$ cat src/common/conv_pkg.sv
`default_nettype none

package conv_pkg;

    localparam int WORD_W = 32;
    localparam int ADDR_W = 10;

    typedef logic [WORD_W-1:0] word_t;
    typedef logic [ADDR_W-1:0] addr_t;
    typedef logic [3:0]        tap_t;       // 0..8 inside the 3x3 kernel
    typedef logic [4:0]        dim_t;
    typedef logic [ADDR_W:0]   bus_addr_t;  // memory space plus register space bit

    // register word indices
    localparam int REG_CTRL    = 0;
    localparam int REG_STATUS  = 1;
    localparam int REG_FM_DIM  = 2;
    localparam int REG_WT_OFS  = 3;
    localparam int REG_IFM_OFS = 4;
    localparam int REG_OFM_OFS = 5;

    localparam int REG_SPACE_BIT = ADDR_W;  // set selects registers

    typedef struct packed {
        logic      cyc;
        logic      stb;
        logic      we;
        bus_addr_t adr;
        word_t     dat;
    } wb_req_t;

    typedef struct packed {
        logic  ack;
        word_t dat;
    } wb_rsp_t;

    typedef struct packed {
        logic  valid;
        logic  pad;        // tap outside the map, counts as zero
        logic  is_weight;
        logic  last;       // tap 8 of a pixel
        tap_t  tap;
        addr_t out_addr;
    } tap_req_t;

    typedef struct packed {
        logic  valid;
        addr_t addr;
        word_t data;
    } out_wr_t;

    typedef enum logic [2:0] {
        IDLE,
        LOAD_WT,
        CONV,
        DRAIN,
        DONE
    } engine_state_t;

endpackage

`default_nettype wire
$ cat src/conv_engine/conv_mac.sv
`default_nettype none

module conv_mac (
    input  wire                     clk,
    input  wire                     reset_i,
    input  wire                     soft_rst_i,
    input  wire conv_pkg::tap_req_t tap_i,
    input  wire conv_pkg::word_t    rd_data_i,
    output conv_pkg::out_wr_t       wr_o,
    output logic                    pipe_empty_o
);
    import conv_pkg::*;

    tap_req_t tap_q;       // lines up with the memory read data
    word_t    wt_q [9];
    word_t    prod_q;
    word_t    acc_q;
    word_t    sum;
    logic     mul_vld_q;
    logic     mul_last_q;
    addr_t    mul_addr_q;

    assign sum          = acc_q + prod_q;
    assign pipe_empty_o = !(tap_q.valid || mul_vld_q || wr_o.valid);

    always_ff @(posedge clk) begin
        tap_q <= tap_i;
        if (reset_i || soft_rst_i) begin
            tap_q.valid <= 1'b0;
        end
    end

    always_ff @(posedge clk) begin
        if (tap_q.valid && tap_q.is_weight) begin
            wt_q[tap_q.tap] <= rd_data_i;
        end
    end

    // multiply, low 32 bits match for signed operands
    always_ff @(posedge clk) begin
        prod_q     <= wt_q[tap_q.tap] * (tap_q.pad ? '0 : rd_data_i);
        mul_last_q <= tap_q.last;
        mul_addr_q <= tap_q.out_addr;
        if (reset_i || soft_rst_i) begin
            mul_vld_q <= 1'b0;
        end else begin
            mul_vld_q <= tap_q.valid && !tap_q.is_weight;
        end
    end

    // accumulate, emit the sum on the pixel's last tap
    always_ff @(posedge clk) begin
        wr_o.addr <= mul_addr_q;
        wr_o.data <= sum;
        if (reset_i || soft_rst_i) begin
            acc_q      <= '0;
            wr_o.valid <= 1'b0;
        end else begin
            wr_o.valid <= mul_vld_q && mul_last_q;
            if (mul_vld_q) begin
                acc_q <= mul_last_q ? '0 : sum;
            end
        end
    end

endmodule

`default_nettype wire

$ cat config.mk
export PLATFORM = sky130hd
export DESIGN_NAME = conv_mac
export DESIGN_NICKNAME = d
export VERILOG_FILES = /design/src/common/conv_pkg.sv /design/src/conv_engine/conv_mac.sv
export SDC_FILE = /design/constraint.sdc
export NUM_CORES = 2
export LEC_CHECK = 0
export CORE_UTILIZATION = 30
export DETAILED_ROUTE_END_ITERATION = 8
export DONT_BUFFER_PORTS = 1
export PLACE_DENSITY = 0.45
export SETUP_SLACK_MARGIN = 0.02
export SYNTH_ARGS = -nofsm -noshare
export SYNTH_HDL_FRONTEND = slang
export SYNTH_SLANG_ARGS = --single-unit
$ cat constraint.sdc
create_clock -name clk -period 10.1 [get_ports clk]
set_input_delay 2.525 -clock clk [delete_from_list [all_inputs] [get_ports clk]]
set_output_delay 2.525 -clock clk [all_outputs]
set_load 0.005 [all_outputs]
# --- After elaboration in Yosys (flattened, before gate mapping) ---
# Memories as Yosys holds them, arrays and structs flattened. A register that Yosys moved wholly into a read port is not among the register bits.
# Cells that the tools add are included.
classes:
  n_addsub: 1
  multipliers: 1
  muxes: 4
  reduce_logical: 8
ops:
  columns: ["cell", "n"]
  rows:
  - ["$mux W32", 2]
  - ["$add A32 B32 Y32", 1]
  - ["$mul A32 B32 Y32", 1]
  - ["$logic_and A1 B1 Y1", 3]
  - ["$logic_or A1 B1 Y1", 3]
  - ["$logic_not A1 Y1", 2]
  - ["$mux W1", 2]
word_totals:
  reg_bits: 137
  ramBits: 288
  input_bits: 53
  output_inout_bits: 44
  wordCells: 29
  mem_count: 1
mem_list:
  columns: ["name", "depth", "width", "rd", "rd_clocked_by_memory_dff", "wr", "line_no", "rtl"]
  rows:
  - ["wt_q", 9, 32, 1, 1, 1, "conv_mac.sv:15", "word_t wt_q [9];"]

# --- Longest topological paths before layout ---
logic_depth:
  depth_word: 3
  ltp_mapped: 34
  mapped_depth_nobuf: 29

# --- Worst setup path before layout ---
# Ideal clock, no wire load.
synth_path:
  kind: "in2reg"
  startpoint: "input rd_data_i[5]"
  endpoint: "register prod_q[30]"
  setup_ps: 72
  arrival_time_ps: 9711
  required_ps: 10028
  slack_ps: 316
  cell_stages: 27
  n_path_buf: 2
  cell_sequence: "or2b_1 > clkbuf_1 > clkbuf_1 > nor2_1 > fa_1 > fa_1 > fa_1 > inv_1 > fa_1 > inv_1 > fa_1 > inv_1 > fa_1 > inv_1 > fa_1 > fa_1 > ha_1 > nand2_1 > nor3_1 > a221oi_1 > o21ai_0 > a31o_2 > a2111oi_0 > o21ai_0 > a31o_2 > a21oi_1 > xnor2_1"
synth_between:
  elab_chain_len: 2
synth_lines:
  columns: ["item", "line_no", "rtl"]
  rows:
  - ["start: declaration", "conv_mac.sv:8", "input wire conv_pkg::word_t rd_data_i,"]
  - ["$mux W32", "conv_mac.sv:41", "prod_q <= wt_q[tap_q.tap] * (tap_q.pad ? '0 : rd_data_i);"]
  - ["$mul A32 B32 Y32", "conv_mac.sv:41", null]
  - ["end signal: assignment", "conv_mac.sv:41", null]
  - ["end: declaration", "conv_mac.sv:16", "word_t prod_q;"]
# Every way passes these cells.
# A chain may end at the register's enable or synchronous reset.

==> run_results.csv <==
group,metric,value,unit
global_route,grtUsageTotal,17.9,%
clock_tree,cts_resized,0,
sta,tightest_slew,1.19,ns
floorplan,die_h,327,microns
final_layout,final_nets,3397,
sta,finalClockSkew,0.0318,ns
worst_setup_path,critPathLaunchType,"flip-flop",
route,avgViaCountPerCell,4.74,
synth,ys.flop_type,"edfxtp_1",
synth,syn_inst,2760,
route,first_iter_violations,1237,
sta,setup_viol,0,
worst_setup_path,crit_fanout,43,
global_route,grt_busiest_layer,"met2",
sta,final.setup.tns,0,ns
global_route,antenna_found_initial,4,
placement,io_buffers,0,
placement,placed_cells,4112,
global_route,grt_max_degree,60,
clock_tree,cts_sinks,425,
clock_tree,cts_setup_buffers,0,
sta,slew_headroom,20.8,%
synth,synth_top_family_by_area,"adder cells",
worst_setup_path,worstPathRequired,10.65,ns
global_route,grt_pass1_vias,21900,
global_route,use_met1,24.4,%
synth,yosysTopAreaCell,"edfxtp_1",
synth,yosys.cell_types.count,78,
final_layout,syn_to_final_growth,10.9,%
sta,min_period,9.32,ns
clock_tree,clkSlewWorstSetupHoldPaths,0.06,ns
final_layout,num_antenna_cells,0,
route,drt_wl_total,93600,microns
synth,synth_edf_count,288,
sta,hold_ws,0.325,ns
synth,synthSimpleGateAreaFrac,11.0,%
synth,syn-cell-area,31600,sq um
synth,syn_area_per_cell,11.5,sq um
route,antenna_left,0,
final_layout,instances_no_fill,4199,
floorplan,ios,97,
synth,yosysTopAreaCellShare,27.4,%
sta,max_freq,107,MHz
final_layout,drive_gt1_share,9.51,%
global_route,gr-usage-met2,29.9,%
sta,finalHoldViolCount,0,
synth,synth_xor_area_share,3.26,%
floorplan,rows,118,
global_route,grtUsageMet3,2.54,%
run,max_cap_violations,0,
synth,synth.area.mux_share,5.30,%
synth,yosysWarnings,0,
synth,yosysSeqAreaShare,36.0,%
global_route,gr-total-overflow,0,
placement,place_hpwl,71700,microns
route,vias,19900,
worst_setup_path,crit_start,"tap_q[10]$_DFF_P_",
synth,synth.most_common_cell,"inv_1",
worst_setup_path,worstSetupPathType,"flip-flop to flip-flop",
floorplan,dieArea,107000,sq um
synth,synthArstFlopShare,0,%
worst_setup_path,cp-end-kind,"flip-flop",
floorplan,die_x,327,microns
clock_tree,htree_levels,2,
clock_tree,insertion_delay,0.64,ns
synth,synth_compound_area_share,5.40,%
clock_tree,tritoncts,"done",
placement,gp_congestion,0.896,
synth,synthTopCellsByCount,"inv_1 (420), fa_1 (409), nor2_1 (338)",
power,ir_drop,349,uV
worst_setup_path,arrival,9.87,ns
synth,yosys.area_share.adder,32.0,%
worst_setup_path,crit_path_frequent_cell,"fa_1",
clock_tree,cts_inserted_buffers,47,
power,powerDensity,306,nW/um^2
route,wl_per_cell,22.3,microns
clock_tree,clock_path_buffers,3,
route,first_pass_iters,5,
route,drc,0,
floorplan,coreArea,104000,sq um
power,p_leak,14.7,nW
floorplan,initial_core_util,30.4,%
sta,slew_violations,0,
synth,synthTopCellsByArea,"edfxtp_1 (27%), fa_1 (26%), dfxtp_1 (8.7%), ha_1 (6.1%), inv_1 (5.0%)",
hold_path,hp-class,"flip-flop to flip-flop",
outcome,outcome,"complete, no violations",
clock_tree,ctsHoldBuffers,0,
synth,ys_seq_elements,425,
worst_setup_path,critPathMaxStageDelay,0.85,ns
sta,finalCritPeriodShare,92.3,%
global_route,grt_pass1_wl,142000,microns
hold_path,hp-start,"tap_q[0]$_DFF_P_",
worst_setup_path,critPathSlowestCell,"dfxtp_4",
sta,rsz0062_at_grt,"false",
worst_setup_path,r2r-start,"tap_q[10]$_DFF_P_",
synth,syn_nets,3376,
clock_tree,root_buffer,"clkbuf_16",
## flip-flops by register name (all words and copies together), names as in the netlist
name / count
wt_q: 288
wr_o: 43
acc_q: 32
prod_q: 32
tap_q: 18
mul_addr_q: 10
mul_last_q: 1
mul_vld_q: 1
## final cells by class
type / instances / area, sq um
clock inverters: 27 / 329
fillers: 10500 / 68900
well taps: 1380 / 1730
repair buffers: 95 / 713
flip-flops and latches: 425 / 11400
multi-input cells: 1792 / 18100
inverters: 420 / 1580
clock buffers: 60 / 1250
## where the power goes
part | internal, mW | switching, mW | total (mW) | leakage (nW)
sequential | 2.09 | 0.0845 | 2.17 | 3.73
combinational | 3.09 | 3.74 | 6.82 | 10.2
clock | 0.997 | 0.739 | 1.74 | 0.759
total | 6.17 | 4.56 | 10.7 | 14.7
## layout by cell type (no fill, tap or decap), types with 47 or more instances in the layout
| cell | count |
|---|---|
| inv_1 | 420 |
| fa_1 | 409 |
| nor2_1 | 331 |
| edfxtp_1 | 288 |
| nand2_1 | 246 |
| ha_1 | 154 |
| dfxtp_1 | 133 |
| buf_4 | 95 |
| a21oi_1 | 81 |
| xnor2_1 | 79 |
| nand2b_1 | 61 |
| nor2b_1 | 51 |
| clkbuf_16 | 47 |
## per-layer routing
| metal | wire (microns) | vias to the layer above |
|---|---|---|
| li1 | - | 8941 |
| met1 | 42700 | 10300 |
| met2 | 44200 | 531 |
| met3 | 4570 | 103 |
| met4 | 2040 | 0 |
| met5 | 0 | - |
## critical path: cells and delay by family (launching register included)
family | cells | cell delay, ns
flip-flops | 1 | 0.85
AO/OA/AOI/OAI | 9 | 2.37
buffers and inverters | 5 | 0.42
AND/OR/NAND/NOR | 3 | 0.31
adder cells (fa/ha/maj) | 9 | 4.43
XOR/XNOR | 1 | 0.13
multiplexers | 1 | 0.66
## logic make-up (layout without fill, tap and decap cells)
family,after synthesis,in the layout
muxes,79,79
xor gates and xnor gates,111,111
and+or+nand+nor,784,784
DFF,425,425
buffers and inverters,543,602
adders and majority gates,563,563
AOI/OAI and AO/OA,255,255
## metrics by stage
step	power (mW)	worst slack, ns	utilization [%]	cell area [sq um]
finish	10.7	0.781	33.7	35100
detailed placement	9.09	0.231	32.2	33500
floorplan	7.20	0.316	-	31600
global route	11.7	0.231	33.7	35100
CTS	10.9	0.730	33.7	35100
global placement	8.97	0.201	32.2	33500
## final timing paths
check / slack (ns) / end / depth (start not counted)
max: 0.78 / prod_q[30]$_DFF_P_ / 28
min: 0.32 / mul_addr_q[0]$_DFF_P_ / 0
max reg2reg: 0.78 / prod_q[30]$_DFF_P_ / 28
min reg2reg: 0.32 / mul_addr_q[0]$_DFF_P_ / 0
No activity file was read; power rests on OpenSTA's default activity.
