[src/common/conv_pkg.sv]
`default_nettype none

package conv_pkg;

    localparam int WORD_W = 32;
    localparam int ADDR_W = 10;

    typedef logic [WORD_W-1:0] word_t;
    typedef logic [ADDR_W-1:0] addr_t;
    typedef logic [3:0]        tap_t;       // 0..8 inside the 3x3 kernel
    typedef logic [4:0]        dim_t;
    typedef logic [ADDR_W:0]   bus_addr_t;  // memory space plus register space bit

    // register word indices
    localparam int REG_CTRL    = 0;
    localparam int REG_STATUS  = 1;
    localparam int REG_FM_DIM  = 2;
    localparam int REG_WT_OFS  = 3;
    localparam int REG_IFM_OFS = 4;
    localparam int REG_OFM_OFS = 5;

    localparam int REG_SPACE_BIT = ADDR_W;  // set selects registers

    typedef struct packed {
        logic      cyc;
        logic      stb;
        logic      we;
        bus_addr_t adr;
        word_t     dat;
    } wb_req_t;

    typedef struct packed {
        logic  ack;
        word_t dat;
    } wb_rsp_t;

    typedef struct packed {
        logic  valid;
        logic  pad;        // tap outside the map, counts as zero
        logic  is_weight;
        logic  last;       // tap 8 of a pixel
        tap_t  tap;
        addr_t out_addr;
    } tap_req_t;

    typedef struct packed {
        logic  valid;
        addr_t addr;
        word_t data;
    } out_wr_t;

    typedef enum logic [2:0] {
        IDLE,
        LOAD_WT,
        CONV,
        DRAIN,
        DONE
    } engine_state_t;

endpackage

`default_nettype wire
[src/source/conv_bus_slave.sv]
`default_nettype none

module conv_bus_slave (
    input  wire                     clk,
    input  wire                     reset_i,
    input  wire conv_pkg::wb_req_t  bus_i,
    input  wire conv_pkg::out_wr_t  wr_i,
    input  wire                     busy_i,
    input  wire                     done_i,
    input  wire conv_pkg::word_t    porta_rdata_i,
    output conv_pkg::wb_rsp_t       bus_o,
    output conv_pkg::addr_t         porta_addr_o,
    output logic                    porta_we_o,
    output conv_pkg::word_t         porta_wdata_o,
    output logic                    start_o,
    output logic                    soft_rst_o,
    output conv_pkg::dim_t          fm_dim_o,
    output conv_pkg::addr_t         wt_ofs_o,
    output conv_pkg::addr_t         ifm_ofs_o,
    output conv_pkg::addr_t         ofm_ofs_o
);
    import conv_pkg::*;

    logic       req;
    logic       reg_sel;
    logic       reg_acc;
    logic       mem_acc;
    logic [2:0] reg_idx;
    logic       ack_q;
    logic       mem_rd_q;      // acked access was a memory read
    logic       done_q;
    word_t      reg_rdata;
    word_t      reg_rdata_q;

    assign req     = bus_i.cyc && bus_i.stb && !ack_q;  // no restart in the ack cycle
    assign reg_sel = bus_i.adr[REG_SPACE_BIT];
    assign reg_acc = req && reg_sel;
    assign mem_acc = req && !reg_sel && !wr_i.valid;    // engine write wins port A
    assign reg_idx = bus_i.adr[2:0];

    assign porta_we_o    = wr_i.valid || (mem_acc && bus_i.we);
    assign porta_addr_o  = wr_i.valid ? wr_i.addr : bus_i.adr[ADDR_W-1:0];
    assign porta_wdata_o = wr_i.valid ? wr_i.data : bus_i.dat;

    assign bus_o.ack = ack_q;
    assign bus_o.dat = mem_rd_q ? porta_rdata_i : reg_rdata_q;

    always_comb begin
        case (reg_idx)
            REG_STATUS:  reg_rdata = {30'b0, done_q, !busy_i};
            REG_FM_DIM:  reg_rdata = word_t'(fm_dim_o);
            REG_WT_OFS:  reg_rdata = word_t'(wt_ofs_o);
            REG_IFM_OFS: reg_rdata = word_t'(ifm_ofs_o);
            REG_OFM_OFS: reg_rdata = word_t'(ofm_ofs_o);
            default:     reg_rdata = '0;  // ctrl reads as zero
        endcase
    end

    always_ff @(posedge clk) begin
        reg_rdata_q <= reg_rdata;
        if (reset_i) begin
            ack_q      <= 1'b0;
            mem_rd_q   <= 1'b0;
            done_q     <= 1'b0;
            start_o    <= 1'b0;
            soft_rst_o <= 1'b0;
            fm_dim_o   <= '0;
            wt_ofs_o   <= '0;
            ifm_ofs_o  <= '0;
            ofm_ofs_o  <= '0;
        end else begin
            ack_q      <= reg_acc || mem_acc;
            mem_rd_q   <= mem_acc && !bus_i.we;
            start_o    <= 1'b0;
            soft_rst_o <= 1'b0;
            if (reg_acc && bus_i.we) begin
                case (reg_idx)
                    REG_CTRL: begin
                        start_o    <= bus_i.dat[0];
                        soft_rst_o <= bus_i.dat[1];
                    end
                    REG_FM_DIM:  fm_dim_o  <= bus_i.dat[4:0];
                    REG_WT_OFS:  wt_ofs_o  <= bus_i.dat[ADDR_W-1:0];
                    REG_IFM_OFS: ifm_ofs_o <= bus_i.dat[ADDR_W-1:0];
                    REG_OFM_OFS: ofm_ofs_o <= bus_i.dat[ADDR_W-1:0];
                    default: ;
                endcase
            end
            if (done_i) begin
                done_q <= 1'b1;
            end
            if (start_o || soft_rst_o) begin
                done_q <= 1'b0;  // clear beats a coincident done
            end
        end
    end

endmodule

`default_nettype wire

[config.mk]
export PLATFORM = sky130hd
export DESIGN_NAME = conv_bus_slave
export DESIGN_NICKNAME = d
export VERILOG_FILES = /design/src/common/conv_pkg.sv /design/src/source/conv_bus_slave.sv
export SDC_FILE = /design/constraint.sdc
export NUM_CORES = 1
export LEC_CHECK = 0
export BUFFER_PORTS_ARGS = -buffer_cell sky130_fd_sc_hd__buf_2
export CAP_MARGIN = 5
export CELL_PAD_IN_SITES_DETAIL_PLACEMENT = 1
export CELL_PAD_IN_SITES_GLOBAL_PLACEMENT = 2
export CORE_UTILIZATION = 20
export CTS_CLUSTER_DIAMETER = 60
export DETAILED_ROUTE_END_ITERATION = 10
export PLACE_DENSITY_LB_ADDON = 0.12
export SYNTH_ARGS = -nofsm -noshare
export SYNTH_HDL_FRONTEND = slang
export SYNTH_SLANG_ARGS = --single-unit
[constraint.sdc]
create_clock -name clk -period 1.5 [get_ports clk]
set_input_delay 0.225 -clock clk [delete_from_list [all_inputs] [get_ports clk]]
set_output_delay 0.225 -clock clk [all_outputs]
set_load 0.005 [all_outputs]
* Word-level counts from Yosys, hierarchy flattened
Index checks and enable logic that the tools add are counted.
** Storage, ports and cells
- Register bits :: 72
- Bits of input ports :: 125
- Output and inout bits :: 113
** Operators by class
- Reductions and logical operators :: 23
- Multiplexer cells :: 4
- Equality and inequality tests :: 5
- Bitwise gates (word level) :: 2
** Operators with widths (number)
- $mux W32 :: 2
- $pmux W10 S5 :: 1
- $mux W10 :: 1
- $logic_and A1 B1 Y1 :: 8
- $reduce_and A2 Y1 :: 4
- $eq A3 B2 Y1 const B :: 2
- $eq A3 B3 Y1 const B :: 2
- $logic_not A1 Y1 :: 5
- $eq A3 B1 Y1 const B :: 1
- $logic_not A3 Y1 :: 1
- $logic_or A1 B1 Y1 :: 3
- $reduce_or A3 Y1 :: 1
- $not A1 Y1 :: 2
- $reduce_or A2 Y1 :: 1

* Depth between registers and ports, before layout
- Depth after elaboration :: 6
- Mapped depth :: 5
- Depth with buffers taken out :: 3

* Worst setup path before layout
OpenSTA, ideal clock, no wires.
- Path type :: input to output
- From :: in wr_i[42] in the netlist's numbering
- To :: out porta_addr_o[5]
- Arrival :: 1.121 ns
- Cell stages on the path :: 3
- Buffers on the path :: 2
- Path slack :: 0.154 ns
- Required time :: 1.275 ns
- Path through :: clkbuf_1 buf_2 mux2_2
** On the way
- Cells in the longest elaborated chain, start to end :: 1
** RTL lines
- start: declaration :: RTL line conv_bus_slave.sv:7 : input wire conv_pkg::out_wr_t wr_i,
- $mux W10 :: RTL line conv_bus_slave.sv:42 : assign porta_addr_o = wr_i.valid ? wr_i.addr : bus_i.adr[ADDR_W-1:0];
- end: declaration :: RTL line conv_bus_slave.sv:12 : output conv_pkg::addr_t porta_addr_o,
No other way between the ends.

==> metrics.md <==
| Metric | Value |
|---|---|
| Worst Path Arrival | 1.27 ns |
| Sequential area share after synthesis | 35.0% |
| Htree depth | 2 |
| Clock Latency Late Sink | 0.29 ns |
| Core area | 13900 um2 |
| Mapped Area | 2860 um2 |
| Setup CP Type | flip-flop to output pin |
| # diodes | 0 |
| Cts bufs inserted | 5 |
| Ratio of cells with drive above 1 in the final layout | 61.5% |
| Final cycle utilization of the critical path | 99.4% |
| Clk root buf | clkbuf_16 |
| Die Ht | 122 um |
| RSZ-0062 raised after global routing | true |
| CP peak stage delay | 0.38 ns |
| Crit-path cells | buf_12, mux2_2, buf_6 |
| Syn avg cell area | 10.2 um2 |
| Slew Limit Fails | 0 |
| Layout area overhead | 61.0% |
| CP Buf/Inv Count | 2 |
| Syn_nets | 405 |
| Initial antenna violation count | 0 |
| Worst Tran Pin Value | 0.510 ns |
| Leak | 2.37 nW |
| WL/cell | 15.4 um |
| Initial DRC Count | 79 |
| Vias/cell | 4.33 |
| ANT nets after route | 0 |
| Netlist cell types | 32 |
| Fill count | 1682 |
| Vias in the first global route | 3116 |
| Run status | finished, final reports clean |
| Max cap viols | 0 |
| Worst Path Required | 1.27 ns |
| Setup WS pre-CTS | 0.0800 ns |
| Pre-antenna DRT Iters | 4 |
| DRC | 0 |
| All-layer global routing usage | 14.2% |
| Final RePlAce weighted congestion | 0.763 |
| Top cell family by delay on the critical path | flip-flops |
| Total grt overflow | 0 |
| Power Total | 3.06 mW |
| Reg2reg setup slack | 0.14 ns |
| Sum Neg Setup Slack | 0 ns |
| Relative slew slack | 65.5% |
| Ys Warns | 0 |
| Worst-path fanout max | 8 |
| CTS clk-pin slew, worst paths | 0.06 ns |
| Worst Clk Skew | 0.00672 ns |
| First-pass GRT wire length | 16.0 mm |
| Clock tree sinks | 50 |
| Final Setup Violations | 0 |
| Commonest non-fill, non-tap cells in the layout | 231 x buf_2, 48 x dfxtp_1, 47 x mux2_2 |
| Dpl hpwl | 8.71 mm |
| Final Hold Fails | 0 |
| Vias post-DR | 3039 |
| CTS tree | done |
| Largest net degree at the start of global routing | 47 |
| Final worst slack | 0.00857 ns |
| Final min period | 1.49 ns |
| Row Count | 43 |
| Yosys reg bits | 50 |
| Final wirelength | 10.8 mm |
| I/O pins | 238 |
| F_max | 0.670 GHz |
| Maximum vdd ir drop | 327 uV |
| Max clock buf depth | 2 |
| Crit start category | flip-flop |
| Worst path slowest cell | dfxtp_4 |
| IO Port Bufs | 237 |
| Commonest non-fill, non-tap cell in the layout | buf_2 |
| Full die area | 14800 um2 |
| Initial core utilization | 20.6% |
| PD cells | 664 nW/um2 |
| Die X | 122 um |
| Hold WS | 0.142 ns |
| Hold Path Class | primary input to flip-flop |
| CP endpoint kind | output pin |
| Synthesized instance count | 280 |
| Nets@finish | 646 |
cells by family after synthesis:
| kind of cell | share of synthesized area [%] |
|---|---|
| multiplexers | 33.4 |
| flip-flops | 35.0 |
| buffers and inverters | 3.46 |
| AND/OR/NAND/NOR | 21.6 |
| AO/OA/AOI/OAI | 6.53 |
sequential cells by signal, indices dropped and copies added (netlist names):
| register | cells |
|---|---|
| ifm_ofs_o | 10 |
| ofm_ofs_o | 10 |
| reg_rdata_q | 10 |
| wt_ofs_o | 10 |
| fm_dim_o | 5 |
| ack_q | 1 |
| done_q | 1 |
| mem_rd_q | 1 |
| soft_rst_o | 1 |
| start_o | 1 |
metal layers:
layer,vias to the layer above,track usage [%],routed length [um]
li1,1467,-,-
met1,1405,15.9,4190
met2,161,26.6,5610
met3,6,3.52,893
met4,0,3.47,91
met5,-,0,0
stage by stage:
stage / instance area (um2) / util [%] / std cells
final: 4600 / 33.1 / 702
after global routing: 4600 / 33.1 / 702
after CTS: 4530 / 32.6 / 701
after detailed placement: 4330 / 31.2 / 691
after global placement: 4330 / 31.2 / 691
after floorplan: 2860 / - / 280
Yosys cell counts:
cell / number / share of area [%]
nand2b_1: 46 / 10
nand4_1: 3 / 0.66
or2_2: 1 / 0.22
dfxtp_1: 50 / 35
inv_2: 1 / 0.13
clkbuf_1: 9 / 1.2
nand2b_2: 1 / 0.31
nor4_1: 2 / 0.44
and2_1: 25 / 5.5
a2bb2oi_1: 1 / 0.31
buf_2: 10 / 1.8
a31oi_1: 1 / 0.22
nor4_4: 2 / 1.5
buf_4: 1 / 0.26
mux2_2: 51 / 20
o21ai_0: 1 / 0.18
nand4bb_1: 1 / 0.39
a22oi_1: 5 / 1.3
nor2b_1: 2 / 0.44
nand3b_1: 1 / 0.26
a221oi_1: 6 / 1.8
a21oi_1: 2 / 0.35
and3b_1: 1 / 0.31
nor4b_1: 1 / 0.31
a21o_1: 1 / 0.26
nor2_1: 5 / 0.66
mux2i_1: 38 / 13
inv_1: 1 / 0.13
a31o_2: 1 / 0.31
nand2_1: 4 / 0.53
o2bb2ai_1: 5 / 1.5
o22ai_1: 1 / 0.22
layout make-up:
cell class,count,area (um2),share of cell area (%)
Clock inverter,2,13.8,0.299
Sequential cell,50,1010,21.9
Multi-Input combinational cell,208,1770,38.6
Inverter,2,7.51,0.163
Clock buffer,6,129,2.80
Tap cell,180,225,4.90
Timing Repair Buffer,254,1440,31.4
timing repair:
item,in CTS,in global routing
cloned,1,1
hold buffers,0,0
setup endpoints to repair,11,9
resized for setup,6,8
buffers inserted,1,0
path summary, 6_finish.rpt:
check / from / depth (start not counted) / end
max: mem_rd_q / 3 / bus_o[7]
min: bus_i[43] / 2 / mem_rd_q
max reg2reg: ack_q / 4 / wt_ofs_o[6]
min reg2reg: start_o / 1 / done_q
worst reg2reg max path: stages, from the launching register on:
cell and delay, ns:
dfxtp_2 0.33, nand3b_1 0.26, nor4_4 0.28, buf_4 0.23, mux2i_1 0.20
power breakdown:
part / switching (mW) / internal (mW) / leakage [nW]
clock: 0.492 / 0.619 / 0.0708
sequential: 0.00771 / 1.34 / 0.406
combinational: 0.248 / 0.350 / 1.89
total: 0.747 / 2.31 / 2.37
(Power assumes the default switching activity.)
