[src/common/conv_pkg.sv]
`default_nettype none

package conv_pkg;

    localparam int WORD_W = 32;
    localparam int ADDR_W = 10;

    typedef logic [WORD_W-1:0] word_t;
    typedef logic [ADDR_W-1:0] addr_t;
    typedef logic [3:0]        tap_t;       // 0..8 inside the 3x3 kernel
    typedef logic [4:0]        dim_t;
    typedef logic [ADDR_W:0]   bus_addr_t;  // memory space plus register space bit

    // register word indices
    localparam int REG_CTRL    = 0;
    localparam int REG_STATUS  = 1;
    localparam int REG_FM_DIM  = 2;
    localparam int REG_WT_OFS  = 3;
    localparam int REG_IFM_OFS = 4;
    localparam int REG_OFM_OFS = 5;

    localparam int REG_SPACE_BIT = ADDR_W;  // set selects registers

    typedef struct packed {
        logic      cyc;
        logic      stb;
        logic      we;
        bus_addr_t adr;
        word_t     dat;
    } wb_req_t;

    typedef struct packed {
        logic  ack;
        word_t dat;
    } wb_rsp_t;

    typedef struct packed {
        logic  valid;
        logic  pad;        // tap outside the map, counts as zero
        logic  is_weight;
        logic  last;       // tap 8 of a pixel
        tap_t  tap;
        addr_t out_addr;
    } tap_req_t;

    typedef struct packed {
        logic  valid;
        addr_t addr;
        word_t data;
    } out_wr_t;

    typedef enum logic [2:0] {
        IDLE,
        LOAD_WT,
        CONV,
        DRAIN,
        DONE
    } engine_state_t;

endpackage

`default_nettype wire
[src/conv_engine/conv_addr_gen.sv]
`default_nettype none

module conv_addr_gen #(
    parameter int MAX_FM_DIM = 16
) (
    input  wire                     clk,
    input  wire                     reset_i,
    input  wire                     start_i,
    input  wire                     soft_rst_i,
    input  wire conv_pkg::dim_t     fm_dim_i,
    input  wire conv_pkg::addr_t    wt_ofs_i,
    input  wire conv_pkg::addr_t    ifm_ofs_i,
    input  wire conv_pkg::addr_t    ofm_ofs_i,
    input  wire                     pipe_empty_i,
    output conv_pkg::addr_t         rd_addr_o,
    output conv_pkg::tap_req_t      tap_o,
    output logic                    busy_o,
    output logic                    done_o
);
    import conv_pkg::*;

    engine_state_t state_q;
    dim_t          fm;
    dim_t          row_q;
    dim_t          col_q;
    logic [1:0]    ti_q;         // kernel row
    logic [1:0]    tj_q;         // kernel column
    tap_t          tap_q;
    addr_t         out_addr_q;
    logic [5:0]    rr;           // input row plus one
    logic [5:0]    cc;           // input column plus one
    logic          pad;
    logic          last_tap;
    logic          is_wt;
    logic          issue;
    addr_t         tap_addr;

    assign fm       = (fm_dim_i > dim_t'(MAX_FM_DIM)) ? dim_t'(MAX_FM_DIM) : fm_dim_i;
    assign rr       = {1'b0, row_q} + 6'(ti_q);
    assign cc       = {1'b0, col_q} + 6'(tj_q);
    assign pad      = (rr == '0) || (cc == '0) || (rr > {1'b0, fm}) || (cc > {1'b0, fm});
    assign last_tap = (tap_q == tap_t'(8));
    assign tap_addr = ifm_ofs_i + addr_t'(rr - 6'd1) * addr_t'(fm) + addr_t'(cc - 6'd1);

    // weight tap 0 goes out in the same cycle start is seen
    assign is_wt = (state_q == IDLE) || (state_q == LOAD_WT);
    assign issue = ((state_q == IDLE) && start_i) || (state_q == LOAD_WT) || (state_q == CONV);

    assign busy_o = (state_q != IDLE);
    assign done_o = (state_q == DONE);

    always_ff @(posedge clk) begin
        rd_addr_o       <= is_wt ? wt_ofs_i + addr_t'(tap_q) : tap_addr;
        tap_o.pad       <= !is_wt && pad;
        tap_o.is_weight <= is_wt;
        tap_o.last      <= !is_wt && last_tap;
        tap_o.tap       <= tap_q;
        tap_o.out_addr  <= out_addr_q;
        if (reset_i || soft_rst_i) begin
            state_q     <= IDLE;
            tap_q       <= '0;
            ti_q        <= '0;
            tj_q        <= '0;
            row_q       <= '0;
            col_q       <= '0;
            tap_o.valid <= 1'b0;
        end else begin
            tap_o.valid <= issue;
            case (state_q)
                IDLE: begin
                    if (start_i) begin
                        state_q    <= LOAD_WT;
                        tap_q      <= tap_t'(1);
                        out_addr_q <= ofm_ofs_i;
                    end
                end
                LOAD_WT: begin
                    tap_q <= tap_q + 1'b1;
                    if (last_tap) begin
                        tap_q   <= '0;
                        state_q <= (fm == '0) ? DRAIN : CONV;  // empty map has no pixels
                    end
                end
                CONV: begin
                    if (last_tap) begin
                        tap_q      <= '0;
                        ti_q       <= '0;
                        tj_q       <= '0;
                        out_addr_q <= out_addr_q + 1'b1;
                        if (col_q == fm - 1'b1) begin
                            col_q <= '0;
                            if (row_q == fm - 1'b1) begin
                                row_q   <= '0;
                                state_q <= DRAIN;
                            end else begin
                                row_q <= row_q + 1'b1;
                            end
                        end else begin
                            col_q <= col_q + 1'b1;
                        end
                    end else begin
                        tap_q <= tap_q + 1'b1;
                        if (tj_q == 2'd2) begin
                            tj_q <= '0;
                            ti_q <= ti_q + 1'b1;
                        end else begin
                            tj_q <= tj_q + 1'b1;
                        end
                    end
                end
                DRAIN: begin
                    if (pipe_empty_i && !tap_o.valid) begin  // last write has gone out
                        state_q <= DONE;
                    end
                end
                DONE:    state_q <= IDLE;
                default: state_q <= IDLE;
            endcase
        end
    end

endmodule

`default_nettype wire

[config.mk]
export PLATFORM = sky130hd
export DESIGN_NAME = conv_addr_gen
export DESIGN_NICKNAME = d
export VERILOG_FILES = /design/src/common/conv_pkg.sv /design/src/conv_engine/conv_addr_gen.sv
export SDC_FILE = /design/constraint.sdc
export NUM_CORES = 1
export LEC_CHECK = 0
export ABC_CLOCK_PERIOD_IN_PS = 6840
export BUFFER_PORTS_ARGS = -buffer_cell sky130_fd_sc_hd__clkbuf_2
export CAP_MARGIN = 0
export CORE_ASPECT_RATIO = 1.2
export CORE_MARGIN = 2
export CORE_UTILIZATION = 50
export CTS_BUF_LIST = sky130_fd_sc_hd__clkbuf_4 sky130_fd_sc_hd__clkbuf_8 sky130_fd_sc_hd__clkbuf_16
export DETAILED_ROUTE_END_ITERATION = 12
export GPL_TIMING_DRIVEN = 0
export HOLD_SLACK_MARGIN = 0.1
export PLACE_DENSITY_LB_ADDON = 0.1
export SLEW_MARGIN = 10
export SYNTH_ARGS = -nofsm -noshare
export SYNTH_HDL_FRONTEND = slang
export SYNTH_SLANG_ARGS = --single-unit
[constraint.sdc]
create_clock -name clk -period 6.84 [get_ports clk]
set_clock_uncertainty 0.1 [all_clocks]
set_input_delay 0 -clock clk [delete_from_list [all_inputs] [get_ports clk]]
set_output_delay 0 -clock clk [all_outputs]
set_load 0.01 [all_outputs]
## Yosys cells after proc, flatten, opt, wreduce, memory -nomap -nowiden

Cells that the tools add are included.

| word-level totals | value |
|---|---|
| bits in registers | 59 |

| cells by class | value |
|---|---|
| $add $sub $neg | 14 |
| multipliers | 1 |
| order comparisons | 3 |
| equality and inequality tests | 14 |
| mux-type cells | 22 |
| bitwise logic cells | 1 |
| reduce and logical (&&, ||, !) cells | 28 |

Operators with widths:

| kind | number |
|---|---|
| $mux W10 | 3 |
| $add A10 B10 Y10 | 2 |
| $pmux W10 S2 | 1 |
| $mux W3 | 6 |
| $mux W5 | 3 |
| $sub A6 B1 Y7 const B | 2 |
| $add A5 B2 Y6 | 2 |
| $gt A6 B5 Y1 | 2 |
| $logic_not A6 Y1 | 2 |
| $pmux W3 S4 | 1 |
| $add A10 B1 Y10 const B | 1 |
| $add A10 B4 Y10 | 1 |
| $add A5 B1 Y5 const B | 2 |
| $eq A5 B5 Y1 | 2 |
| $mul A7 B6 Y10 | 1 |
| $mux W2 | 4 |
| $mux W4 | 2 |
| $ne A2 B2 Y1 const B | 4 |
| $pmux W4 S2 | 1 |
| $logic_or A1 B1 Y1 | 7 |
| $eq A3 B2 Y1 const B | 2 |
| $reduce_and A2 Y1 | 3 |
| $reduce_and A6 Y1 | 1 |
| $reduce_bool A2 Y1 | 3 |
| 19 further kinds | 25 |

## Logic depth before layout (Yosys ltp)

Gate-level depths: netlist (run 1).

| logic depth | value |
|---|---|
| depth after elaboration | 8 |
| mapped depth | 22 |
| mapped depth without buffers | 22 |

## Least setup slack after synthesis (run 1)

Ideal clock, no wire load.

| timing | value |
|---|---|
| path type | reg-to-reg |
| start | reg row_q[0] |
| end | reg rd_addr_o[9] |
| library setup time | 0.072 ns |
| data arrival time | 5.329 ns |
| slack | 1.340 ns |
| cell stages (with the launch flop) | 22 |
| path buffers | 0 |
| cells stage by stage | dfxtp_1 -> ha_1 -> fa_1 -> xnor2_1 -> nand2_1 -> xor2_1 -> and2_1 -> fa_1 -> inv_1 -> fa_1 -> inv_1 -> fa_1 -> inv_1 -> fa_1 -> inv_1 -> ha_1 -> nand3_1 -> o211ai_1 -> nor4_1 -> nor3_1 -> xnor3_1 -> mux2i_1 |

| between the ends | value |
|---|---|
| cells in the longest elaborated chain, start to end | 6 |

RTL lines:

| item | RTL line | RTL |
|---|---|---|
| from (decl) | conv_addr_gen.sv:24 | `dim_t row_q;` |
| from (signal assigned) | conv_addr_gen.sv:96 | `row_q <= row_q + 1'b1;` |
| $add A5 B2 Y6 | conv_addr_gen.sv:39 | `assign rr = {1'b0, row_q} + 6'(ti_q);` |
| $sub A6 B1 Y7 | conv_addr_gen.sv:43 | `assign tap_addr = ifm_ofs_i + addr_t'(rr - 6'd1) * addr_t'(fm) + addr_t'(cc - 6'd1);` |
| $mul A7 B6 Y10 | conv_addr_gen.sv:43 |  |
| $add A10 B10 Y10 (2 in a row) | conv_addr_gen.sv:43 |  |
| $mux W10 | conv_addr_gen.sv:53 | `rd_addr_o <= is_wt ? wt_ofs_i + addr_t'(tap_q) : tap_addr;` |
| to (signal assigned) | conv_addr_gen.sv:53 |  |
| to (decl) | conv_addr_gen.sv:15 | `output conv_pkg::addr_t rd_addr_o,` |

Every way passes these cells.
A chain may end at the register's enable or synchronous reset.

## Worst setup path in the final report (run 1)

Same ends and word-level chain as after synthesis.

==> results of run 1 <==
power by group through the flow:
stage | sequential, W | combinational [W] | clock (W)
after global placement | 0.000373 | 0.000484 | 0
after detailed placement | 0.000374 | 0.000498 | 0
after global routing | 0.000367 | 0.000590 | 0.000514
after CTS | 0.000366 | 0.000515 | 0.000501
after floorplan | 0.000376 | 0.000386 | 0
final | 0.000366 | 0.000510 | 0.000494
cell usage after synthesis (2+ instances only):
master,number,share of area [%]
a21bo_2,2,0.40
a22oi_1,3,0.45
buf_4,2,0.30
or3_1,5,0.62
nand2_1,54,4.0
nand4_1,3,0.37
fa_1,35,14
clkbuf_1,14,1.0
o22ai_1,2,0.25
nor2b_1,12,1.5
nor3_1,7,0.69
nand3_1,16,1.6
nor4b_1,2,0.35
nor4_1,6,0.74
a21o_1,6,0.89
or2_2,3,0.37
and3_1,3,0.37
a2bb2oi_1,3,0.52
o21ai_0,20,2.0
nand2b_1,6,0.74
and2_1,6,0.74
o31ai_1,2,0.30
a31oi_1,2,0.25
dfxtp_1,49,19
inv_1,87,6.5
a21oi_1,26,2.6
o211ai_1,4,0.59
buf_2,3,0.30
o21a_1,8,1.2
a21boi_0,3,0.45
nand3b_1,3,0.45
nor2_1,36,2.7
ha_1,49,12
edfxtp_1,10,5.9
mux2i_1,2,0.40
a32o_1,3,0.59
xor2_1,18,3.1
nor3b_1,7,1.0
nand4b_1,4,0.69
xnor2_1,30,5.2
timing repair:
item / in CTS / in global routing
gates resized for setup: 0 / 0
hold buffers: 28 / 0
endpoints found under the hold margin: 29 / 0
endpoints found under the setup margin: 0 / 0
final cells by class:
type / count / area (um^2) / area share [%]
multi-input combinational: 411 / 3363 / 54.52
sequential: 59 / 1281 / 20.77
timing repair buffer: 97 / 628.1 / 10.18
inverter: 88 / 330.3 / 5.355
clock buffer: 9 / 225.2 / 3.651
tap: 126 / 157.7 / 2.556
clock inverter: 7 / 100.1 / 1.623
buffer: 19 / 82.58 / 1.339
flip-flops by register name (all words and copies together) (netlist names):
register and count:
col_q 5, state_q 3, ti_q 2, row_q 5, rd_addr_o 10, out_addr_q 10
tj_q 2, tap_o 18, tap_q 4
how the worst min path moves through the flow:
stage | startpoint | to | slack, ns | cells past startpoint
global route | ifm_ofs_i[0] | rd_addr_o[0] | 0.15 | 4
CTS | ifm_ofs_i[0] | rd_addr_o[0] | 0.10 | 4
global placement | ofm_ofs_i[1] | out_addr_q[1] | 0.18 | 3
finish | ifm_ofs_i[0] | rd_addr_o[0] | 0.11 | 4
floorplan | pipe_empty_i | state_q[2] | 0.08 | 2
detailed placement | ofm_ofs_i[9] | out_addr_q[9] | 0.19 | 3
critical path, stage by stage (launching register included):
cell and delay (ns):
dfxtp_1 0.37, ha_1 0.26, fa_1 0.45, xnor2_1 0.43, nand3_1 0.15, xnor2_1 0.36, nand2_1 0.14, fa_1 0.51
inv_1 0.05, fa_1 0.46, fa_1 0.54, inv_1 0.05, fa_1 0.54, inv_1 0.05, ha_1 0.36, nand3_1 0.09
o211ai_1 0.29, nor4_1 0.09, nor3_1 0.22, xnor3_1 0.47, mux2i_1 0.13
through the flow:
stage / worst slack, ns / cells / area [um^2]
final: 0.6489 / 816 / 6168
after global routing: 0.3069 / 816 / 6168
after CTS: 0.6520 / 816 / 6168
after detailed placement: 0.6623 / 772 / 5563
after global placement: 0.7160 / 771 / 5549
after floorplan: 1.340 / 577 / 5051
cells by family after synthesis:
| logic type | synth area share [%] |
|---|---|
| buffers and inverters | 8.174 |
| AO/OA/AOI/OAI | 12.29 |
| AND/OR/NAND/NOR | 18.45 |
| adder cells (fa/ha/maj) | 26.01 |
| multiplexers | 0.6193 |
| flip-flops | 25.37 |
| XOR/XNOR | 9.091 |
metal layers:
metal  global-route usage, %  vias to the layer above  part of all wire (%)
met1                   28.57                     2052                    46
met4                   7.048                        0                   1.6
met3                   3.621                       15                   4.4
li1                        -                     2131                     -
met5                       0                        -                     0
met2                   34.59                       94                    48
==> reports/metrics.csv, run 1 <==
stage,metric,value,unit
yosys,Post-synth EDFFs,10,
timing,"Hold Violations, Final",0,
clock_tree,clk_lat worst skew,0.33,ns
timing,final setup violation count,0,
critical_path,RR Endpoint,rd_addr_o[9],
die,Die X,95.75,um
power,Sw Pwr,0.0004396,W
clock_tree,CTS Sinks,59,
critical_path,reg2reg setup slack,0.65,ns
timing,Slew @ Worst Pin,0.7456,ns
timing,Slew Limit Fails,0,
worst_hold_path,worst hold path class,in2reg,
placement,gp weighted congestion,0.8279,
timing,minimum clock period,6.191,ns
drt,final wirelength,11.13,mm
die,Core Area,9910,um^2
drt,ANT nets after route,0,
critical_path,crit end category,register,
drt,Vias,4292,
timing,relative slew slack,49.59,%
global_route,total gr overflow,0,
die,IO Pins,70,
layout,share of layout cells above drive strength 1,15.07,%
critical_path,Reg2Reg Depth,20,
power,Clock Power Share,36.1,%
yosys,ys flop type,dfxtp_1,
global_route,GRT Total Usage,21.25,%
power,sequential share of power,26.7,%
clock_tree,CTS Buffer Depth,2,
power,Logic pwr share,37.2,%
placement,I/O Buffers,68,
job,Max Cap Violations,0,
critical_path,critical path startpoint category,register,
yosys,mapped cell area,5051,um^2
clock_tree,CTS Root Buffer Type,clkbuf_16,
global_route,largest net degree at the start of global routing,13,
placement,detailed placement HPWL,8.524,mm
global_route,initial antenna violation count,0,
clock_tree,CTS tree,built,
layout,filler cell count,900,
yosys,Synth Net Count,701,
timing,Fmax,161.5,MHz
drt,routed len/inst,13.63,um
power,Sw Ratio,32.07,%
clock_tree,cts bufs inserted,9,
timing,final worst path period share,90.51,%
critical_path,Crit Path Max Fanout,6,
power,PD cells,222.2,nW/um^2
critical_path,crit path kind,reg2reg,
power,Final Power,0.001371,W
critical_path,Critical Path AT,6.36,ns
layout,synthesis-to-layout area growth,22.12,%
die,starting density of the core,50.97,%
timing,hold slack final,0.1055,ns
run_status,status,"complete, no violations",
global_route,vias in the first global route,4041,
yosys,synthesized instance count,577,
drt,DRC,0,
die,DIE AREA,10930,um^2
die,Die Y,114.1,um
yosys,Post-synth ARST share,0,%
layout,fin util,62.25,%
critical_path,Required @ worst endpoint,7.01,ns
clock_tree,"CTS clk-pin slew, worst paths",0.06,ns
layout,ant diodes,0,
layout,most frequent cells in the layout,"inv_1 (87), clkbuf_2 (68), nand2_1 (54)",
layout,"most common cell after layout, fill and taps aside",inv_1,
power,Max IR drop VDD,0.1608,mV
timing,Setup TNS Final,0,ns
drt,DRT Pass-1 Iters,4,
critical_path,R2R Path Start,row_q[0],
yosys,Yosys warnings,0,
critical_path,critical path launch point,row_q[0],
clock_tree,Post-CTS Setup Inserts,0,
yosys,Yosys reg bits,59,
yosys,Yosys cell types,61,
layout,NumNets Final,809,
die,# rows,40,
power,LEAKAGE,2.914,nW
clock_tree,H-Tree Depth,3,
power,Pint,0.0009311,W
timing,RSZ-0062 raised after global routing,false,
drt,Via density,5.260,
yosys,Mapped Avg Cell Area,8.754,um^2
critical_path,CP endpoint,rd_addr_o[9],
drt,DR iter-0 viols,168,
global_route,first-pass GRT wire length,18.37,mm
yosys,post-synthesis sequential area ratio,25.37,%
(Power assumes the default switching activity.)
==> run 2, diff against run 1 <==
CORE_ASPECT_RATIO = 1.25   (was 1.2)
GPL_ROUTABILITY_DRIVEN = 1   (was default)
==> reports/metrics.csv, run 2 (synthesized netlist as in run 1, its figures left out) <==
stage,metric,value,unit,change
layout,Regs by FF count,"tap_o (18), out_addr_q (10), rd_addr_o (10)",,
power,Max IR drop VDD,0.2316,mV,+44%
power,PD cells,215.3,nW/um^2,-3.1%
layout,"Most flops, register",tap_o,,
timing,relative slew slack,52.60,%,+3.0 points
worst_hold_path,worst hold path class,in2reg,,
timing,Setup TNS Final,0,ns,unchanged
timing,final setup violation count,0,,unchanged
critical_path,critical path startpoint category,register,,
critical_path,CP most frequent cell,fa_1,,
timing,minimum clock period,6.225,ns,+0.03418 ns
clock_tree,H-Tree Depth,3,,unchanged
run_status,status,"complete, no violations",,
layout,share of layout cells above drive strength 1,15.07,%,unchanged
clock_tree,cts bufs inserted,9,,unchanged
die,Die X,93.90,um,-1.9%
layout,most frequent cells in the layout,"inv_1 (87), clkbuf_2 (68), nand2_1 (54)",,
critical_path,Required @ worst endpoint,6.99,ns,-0.02 ns
timing,Fmax,160.6,MHz,-0.55%
global_route,GRT Total Usage,21.21,%,-0.037 points
critical_path,max incr delay on CP,0.54,ns,about the same
layout,synthesis-to-layout area growth,21.72,%,
layout,"most common cell after layout, fill and taps aside",inv_1,,
job,Max Cap Violations,0,,unchanged
clock_tree,CTS Sinks,59,,unchanged
clock_tree,clk_lat worst skew,0.33,ns,about the same
die,Core Area,9952,um^2,+0.43%
clock_tree,CTS Buffer Depth,2,,unchanged
drt,DRC,0,,unchanged
timing,final worst path period share,91.01,%,+0.50 points
global_route,total gr overflow,0,,unchanged
critical_path,crit end category,register,,
critical_path,Reg2Reg Depth,20,,unchanged
layout,ant diodes,0,,unchanged
power,Final Power,0.001324,W,-3.4%
drt,Via density,5.184,,-1.4%
critical_path,Crit Path Max Fanout,6,,unchanged
drt,routed len/inst,13.23,um,-3.0%
clock_tree,"CTS clk-pin slew, worst paths",0.06,ns,about the same
layout,NumNets Final,809,,unchanged
critical_path,crit path kind,reg2reg,,
global_route,first-pass GRT wire length,18.49,mm,+0.60%
die,Die Y,116.4,um,+2.0%
timing,Slew Limit Fails,0,,unchanged
clock_tree,CTS Root Buffer Type,clkbuf_16,,
timing,"Hold Violations, Final",0,,unchanged
clock_tree,Post-CTS Setup Inserts,0,,unchanged
placement,gp weighted congestion,0.7919,,-4.3%
power,LEAKAGE,2.895,nW,-0.63%
layout,filler-free cell count of the finished design,819,,+0.37%
placement,detailed placement HPWL,8.462,mm,-0.73%
global_route,largest net degree at the start of global routing,13,,unchanged
drt,DR iter-0 viols,139,,-17%
timing,Slew @ Worst Pin,0.7018,ns,-0.04379 ns
critical_path,Critical Path AT,6.38,ns,+0.02 ns
drt,final wirelength,10.83,mm,-2.6%
placement,Inst Count DP,775,,+0.39%
layout,Post-Layout Inst Area,6148,um^2,-0.32%
drt,DRT Pass-1 Iters,4,,unchanged
placement,Post-DP Area,5567,um^2,about the same
placement,I/O Buffers,68,,unchanged
die,IO Pins,70,,unchanged
drt,ANT nets after route,0,,unchanged
worst_hold_path,WHS Path Cells,4,,unchanged
layout,max reg flops,18,,unchanged
die,# rows,41,,+2.5%
drt,Vias,4246,,-1.1%
global_route,initial antenna violation count,0,,unchanged
die,starting density of the core,50.75,%,-0.22 points
timing,RSZ-0062 raised after global routing,false,,
global_route,vias in the first global route,4118,,+1.9%
die,DIE AREA,10930,um^2,about the same
clock_tree,CTS tree,built,,
critical_path,"critical path, cell by cell",ha_1 > fa_1 > xnor2_1 > nand3_1 > xnor2_1 > nand2_1 > fa_1 > inv_1 > fa_1 > fa_1 > inv_1 > fa_1 > inv_1 > ha_1 > nand3_1 > o211ai_1 > nor4_1 > nor3_1 > xnor3_1 > mux2i_1,,
critical_path,Worst path slowest cell,fa_1,,
[run 2: cell types whose count changed in the layout (fill, tap and decap cells not counted), sizes merged]
cell | previous run | this run
inv | 90 | 89
clkinvlp | 0 | 2
bufinv | 2 | 1
[run 2: critical path, delay by kind of cell (launching register included)]
kind,cells,cell delay [ns]
multiplexers,1,0.13
XOR/XNOR,3,1.29
AND/OR/NAND/NOR,5,0.71
flip-flops,1,0.37
adder cells (fa/ha/maj),7,3.10
AO/OA/AOI/OAI,1,0.30
buffers and inverters,3,0.14
[run 2: final timing paths]
| path | start | endpoint | slack [ns] |
|---|---|---|---|
| setup / recovery | row_q[0] | rd_addr_o[9] | 0.61 |
| hold reg to reg | out_addr_q[1] | tap_o[1] | 0.30 |
| hold / removal | ifm_ofs_i[0] | rd_addr_o[0] | 0.11 |
| setup reg to reg | row_q[0] | rd_addr_o[9] | 0.61 |
[run 2: where the power goes]
group	total [W]	internal (W)	leakage [nW]	switching [W]
clock	0.000449	0.000283	0.142	0.000166
sequential	0.000366	0.000362	0.495	0.00000397
combinational	0.000508	0.000246	2.26	0.000262
total	0.00132	0.000892	2.90	0.000432
[run 2: area by class of cell]
type | instances | area (um^2)
fillers | 914 | 3804
multi-input cells | 411 | 3363
flip-flops and latches | 59 | 1281
repair buffers | 97 | 628.1
inverters | 88 | 330.3
clock buffers | 9 | 225.2
well taps | 129 | 161.4
plain buffers | 19 | 82.58
clock inverters | 7 | 76.32
[run 2: what timing repair did]
item	CTS	global route
resized for setup	0	0
hold endpoints to repair	29	0
hold buffers	28	0
[run 2: metrics by stage]
| step | hold slack, ns | util (%) | worst slack, ns |
|---|---|---|---|
| final | 0.1105 | 61.78 | 0.6147 |
| after global routing | 0.1504 | 61.78 | 0.1938 |
| after detailed placement | 0.1829 | 55.93 | 0.6371 |
| after global placement | 0.1760 | 55.80 | 0.7187 |
| after floorplan | 0.07605 | - | 1.340 |
| after CTS | 0.1018 | 61.78 | 0.6082 |
[run 2: layer usage]
metal / track usage [%] / vias up / wire (um)
met5: 0 / - / 0
met4: 6.377 / 0 / 151
met3: 4.000 / 12 / 463
met2: 36.05 / 93 / 5281
met1: 27.53 / 2004 / 4936
li1: - / 2137 / -
==> run 3, diff against run 2 <==
ABC_CLOCK_PERIOD_IN_PS = 6300   (was 6840)
BUFFER_PORTS_ARGS = default   (was -buffer_cell sky130_fd_sc_hd__clkbuf_2)
DONT_BUFFER_PORTS = 1   (was default)
clock period = 6.3 ns   (was 6.84 ns; I/O delays follow)
==> reports/metrics.csv, run 3 (synthesized netlist as in run 1, its figures left out) <==
stage,metric,value,unit,change
critical_path,critical path launch point,ti_q[0],,
critical_path,CP endpoint,rd_addr_o[9],,
power,Final Power,0.001452,W,+9.7%
power,PD cells,245.1,nW/um^2,+14%
critical_path,R2R Path Start,ti_q[0],,
timing,"Hold Violations, Final",0,,unchanged
timing,Slew @ Worst Pin,0.6665,ns,-0.03531 ns
clock_tree,CTS tree,built,,
power,sequential share of power,27.7,%,about the same
timing,Fmax,163.9,MHz,+2.1%
timing,final setup violation count,0,,unchanged
run_status,status,"complete, no violations",,
layout,ant diodes,0,,unchanged
critical_path,Required @ worst endpoint,6.45,ns,-0.54 ns
drt,DRT Pass-1 Iters,4,,unchanged
placement,gp weighted congestion,0.8206,,+3.6%
global_route,largest net degree at the start of global routing,13,,unchanged
layout,NumNets Final,749,,-7.4%
power,Pint,0.0009686,W,+8.6%
layout,max reg flops,18,,unchanged
power,Sw Pwr,0.0004838,W,+12%
placement,detailed placement HPWL,8.408,mm,-0.63%
die,Core Area,9952,um^2,unchanged
critical_path,RR Endpoint,rd_addr_o[9],,
drt,DRC,0,,unchanged
critical_path,Worst path slowest cell,fa_1,,
power,Clock Power Share,34.5,%,+0.5 points
die,# rows,41,,unchanged
layout,"Most flops, register",tap_o,,
timing,minimum clock period,6.100,ns,-0.1253 ns
layout,filler cell count,901,,-1.4%
clock_tree,CTS Root Buffer Type,clkbuf_16,,
critical_path,CP top delay family,adder cells,,
placement,Inst Count DP,707,,-8.8%
critical_path,crit path kind,reg2reg,,
timing,relative slew slack,55.18,%,+2.6 points
timing,final worst path period share,96.83,%,+5.8 points
layout,Regs by FF count,"tap_o (18), out_addr_q (10), rd_addr_o (10)",,
critical_path,crit end category,register,,
die,Die X,93.90,um,unchanged
clock_tree,"CTS clk-pin slew, worst paths",0.06,ns,about the same
critical_path,critical path startpoint category,register,,
critical_path,max incr delay on CP,0.54,ns,about the same
critical_path,Crit Path Max Fanout,5,,-1
layout,filler-free cell count of the finished design,759,,-7.3%
global_route,initial antenna violation count,0,,unchanged
layout,"most common cell after layout, fill and taps aside",inv_1,,
critical_path,reg2reg setup slack,0.20,ns,-0.41 ns
drt,Vias,4058,,-4.4%
power,LEAKAGE,2.649,nW,-8.5%
clock_tree,H-Tree Depth,3,,unchanged
clock_tree,cts bufs inserted,9,,unchanged
global_route,vias in the first global route,3931,,-4.5%
die,starting density of the core,50.75,%,unchanged
critical_path,CP bufs+invs,4,,+1
clock_tree,CTS Buffer Depth,2,,unchanged
worst_hold_path,worst hold path class,in2reg,,
drt,routed len/inst,14.63,um,+11%
drt,Via density,5.347,,+3.1%
timing,Slew Limit Fails,0,,unchanged
drt,final wirelength,11.11,mm,+2.5%
placement,I/O Buffers,0,,-100%
die,DIE AREA,10930,um^2,unchanged
critical_path,Worst path depth,21,,+5.0%
layout,most frequent cells in the layout,"inv_1 (87), nand2_1 (54), ha_1 (48), dfxtp_1 (48), nor2_1 (36)",,
die,Die Y,116.4,um,unchanged
global_route,GRT Total Usage,21.16,%,-0.051 points
layout,synthesis-to-layout area growth,17.29,%,
clock_tree,clk_lat worst skew,0.34,ns,about the same
layout,share of layout cells above drive strength 1,7.302,%,-7.8 points
critical_path,"critical path, cell by cell",ha_1 > fa_2 > inv_1 > ha_2 > nand3_1 > xnor2_2 > nand2_1 > fa_1 > inv_1 > fa_1 > fa_1 > inv_1 > fa_1 > inv_1 > ha_1 > nand3_1 > o211ai_1 > nor4_1 > nor3_1 > xnor3_1 > mux2i_1,,
critical_path,Critical Path AT,6.25,ns,-0.13 ns
power,Logic pwr share,37.8,%,-0.6 points
job,Max Cap Violations,0,,unchanged
die,IO Pins,70,,unchanged
global_route,total gr overflow,0,,unchanged
critical_path,Reg2Reg Depth,21,,+5.0%
clock_tree,CTS Sinks,59,,unchanged
drt,ANT nets after route,0,,unchanged
power,Sw Ratio,33.31,%,+0.67 points
drt,DR iter-0 viols,125,,-10%
timing,Setup TNS Final,0,ns,unchanged
global_route,first-pass GRT wire length,18.13,mm,-1.9%
power,Max IR drop VDD,0.2986,mV,+29%
## run 3: changes by cell type in the layout (fill, tap and decap cells not counted), sizes merged
cell	previous run	this run
buf	6	8
clkbuf	91	23
clkinv	3	2
dlygate4sd3	28	34
inv	89	90
## run 3: routing by layer
layer | part of all wire, % | GRT usage, %
met5 | 0 | 0
met2 | 49 | 35.62
met4 | 1.9 | 7.633
met3 | 3.6 | 4.065
met1 | 46 | 27.18
## run 3: worst min path at each step
| stage | from | endpoint | cells past startpoint |
|---|---|---|---|
| CTS | start_i | out_addr_q[8] | 3 |
| floorplan | pipe_empty_i | state_q[2] | 2 |
| global route | start_i | out_addr_q[9] | 3 |
| finish | start_i | out_addr_q[8] | 3 |
| global placement | ofm_ofs_i[7] | out_addr_q[7] | 2 |
| detailed placement | ofm_ofs_i[1] | out_addr_q[1] | 2 |
## run 3: metrics by stage
step	setup WS [ns]	instance area [um^2]	hold slack, ns	utilization (%)
2_1_floorplan	0.7999	5051	0.07605	-
3_3_place_gp	0.1710	5213	0.08874	52.38
3_5_place_dp	0.1474	5226	0.09545	52.51
4_1_cts	0.1492	5868	0.1052	58.96
5_1_grt	-0.003913	5924	0.1457	59.53
6_report	0.2000	5924	0.1178	59.53
## run 3: area by class of cell
type | count | area [um^2] | area share, %
Timing Repair Buffer | 37 | 362.8 | 6.125
Inverter | 88 | 330.3 | 5.576
Multi-Input combinational cell | 411 | 3403 | 57.44
Sequential cell | 59 | 1282 | 21.65
Clock inverter | 7 | 76.32 | 1.288
Buffer | 19 | 82.58 | 1.394
Clock buffer | 9 | 225.2 | 3.801
Tap cell | 129 | 161.4 | 2.724
## run 3: timing repair
action | in CTS | in global routing
resized for setup | 0 | 8
setup endpoints to repair | 0 | 1
hold buffers | 34 | 0
buffers inserted | 0 | 2
endpoints found under the hold margin | 32 | 0
## run 3: tightest hold or removal path: stages
cell and delay, ns:
nor2b_1 0.12, a21oi_1 0.15, nor4_2 0.11
## run 3: power by group through the flow
stage	clock network, W	registers, W	logic, W
2_1_floorplan	0	0.000409	0.000419
3_3_place_gp	0	0.000410	0.000502
3_5_place_dp	0	0.000410	0.000516
4_1_cts	0.000508	0.000402	0.000541
5_1_grt	0.000524	0.000403	0.000625
6_report	0.000501	0.000402	0.000549
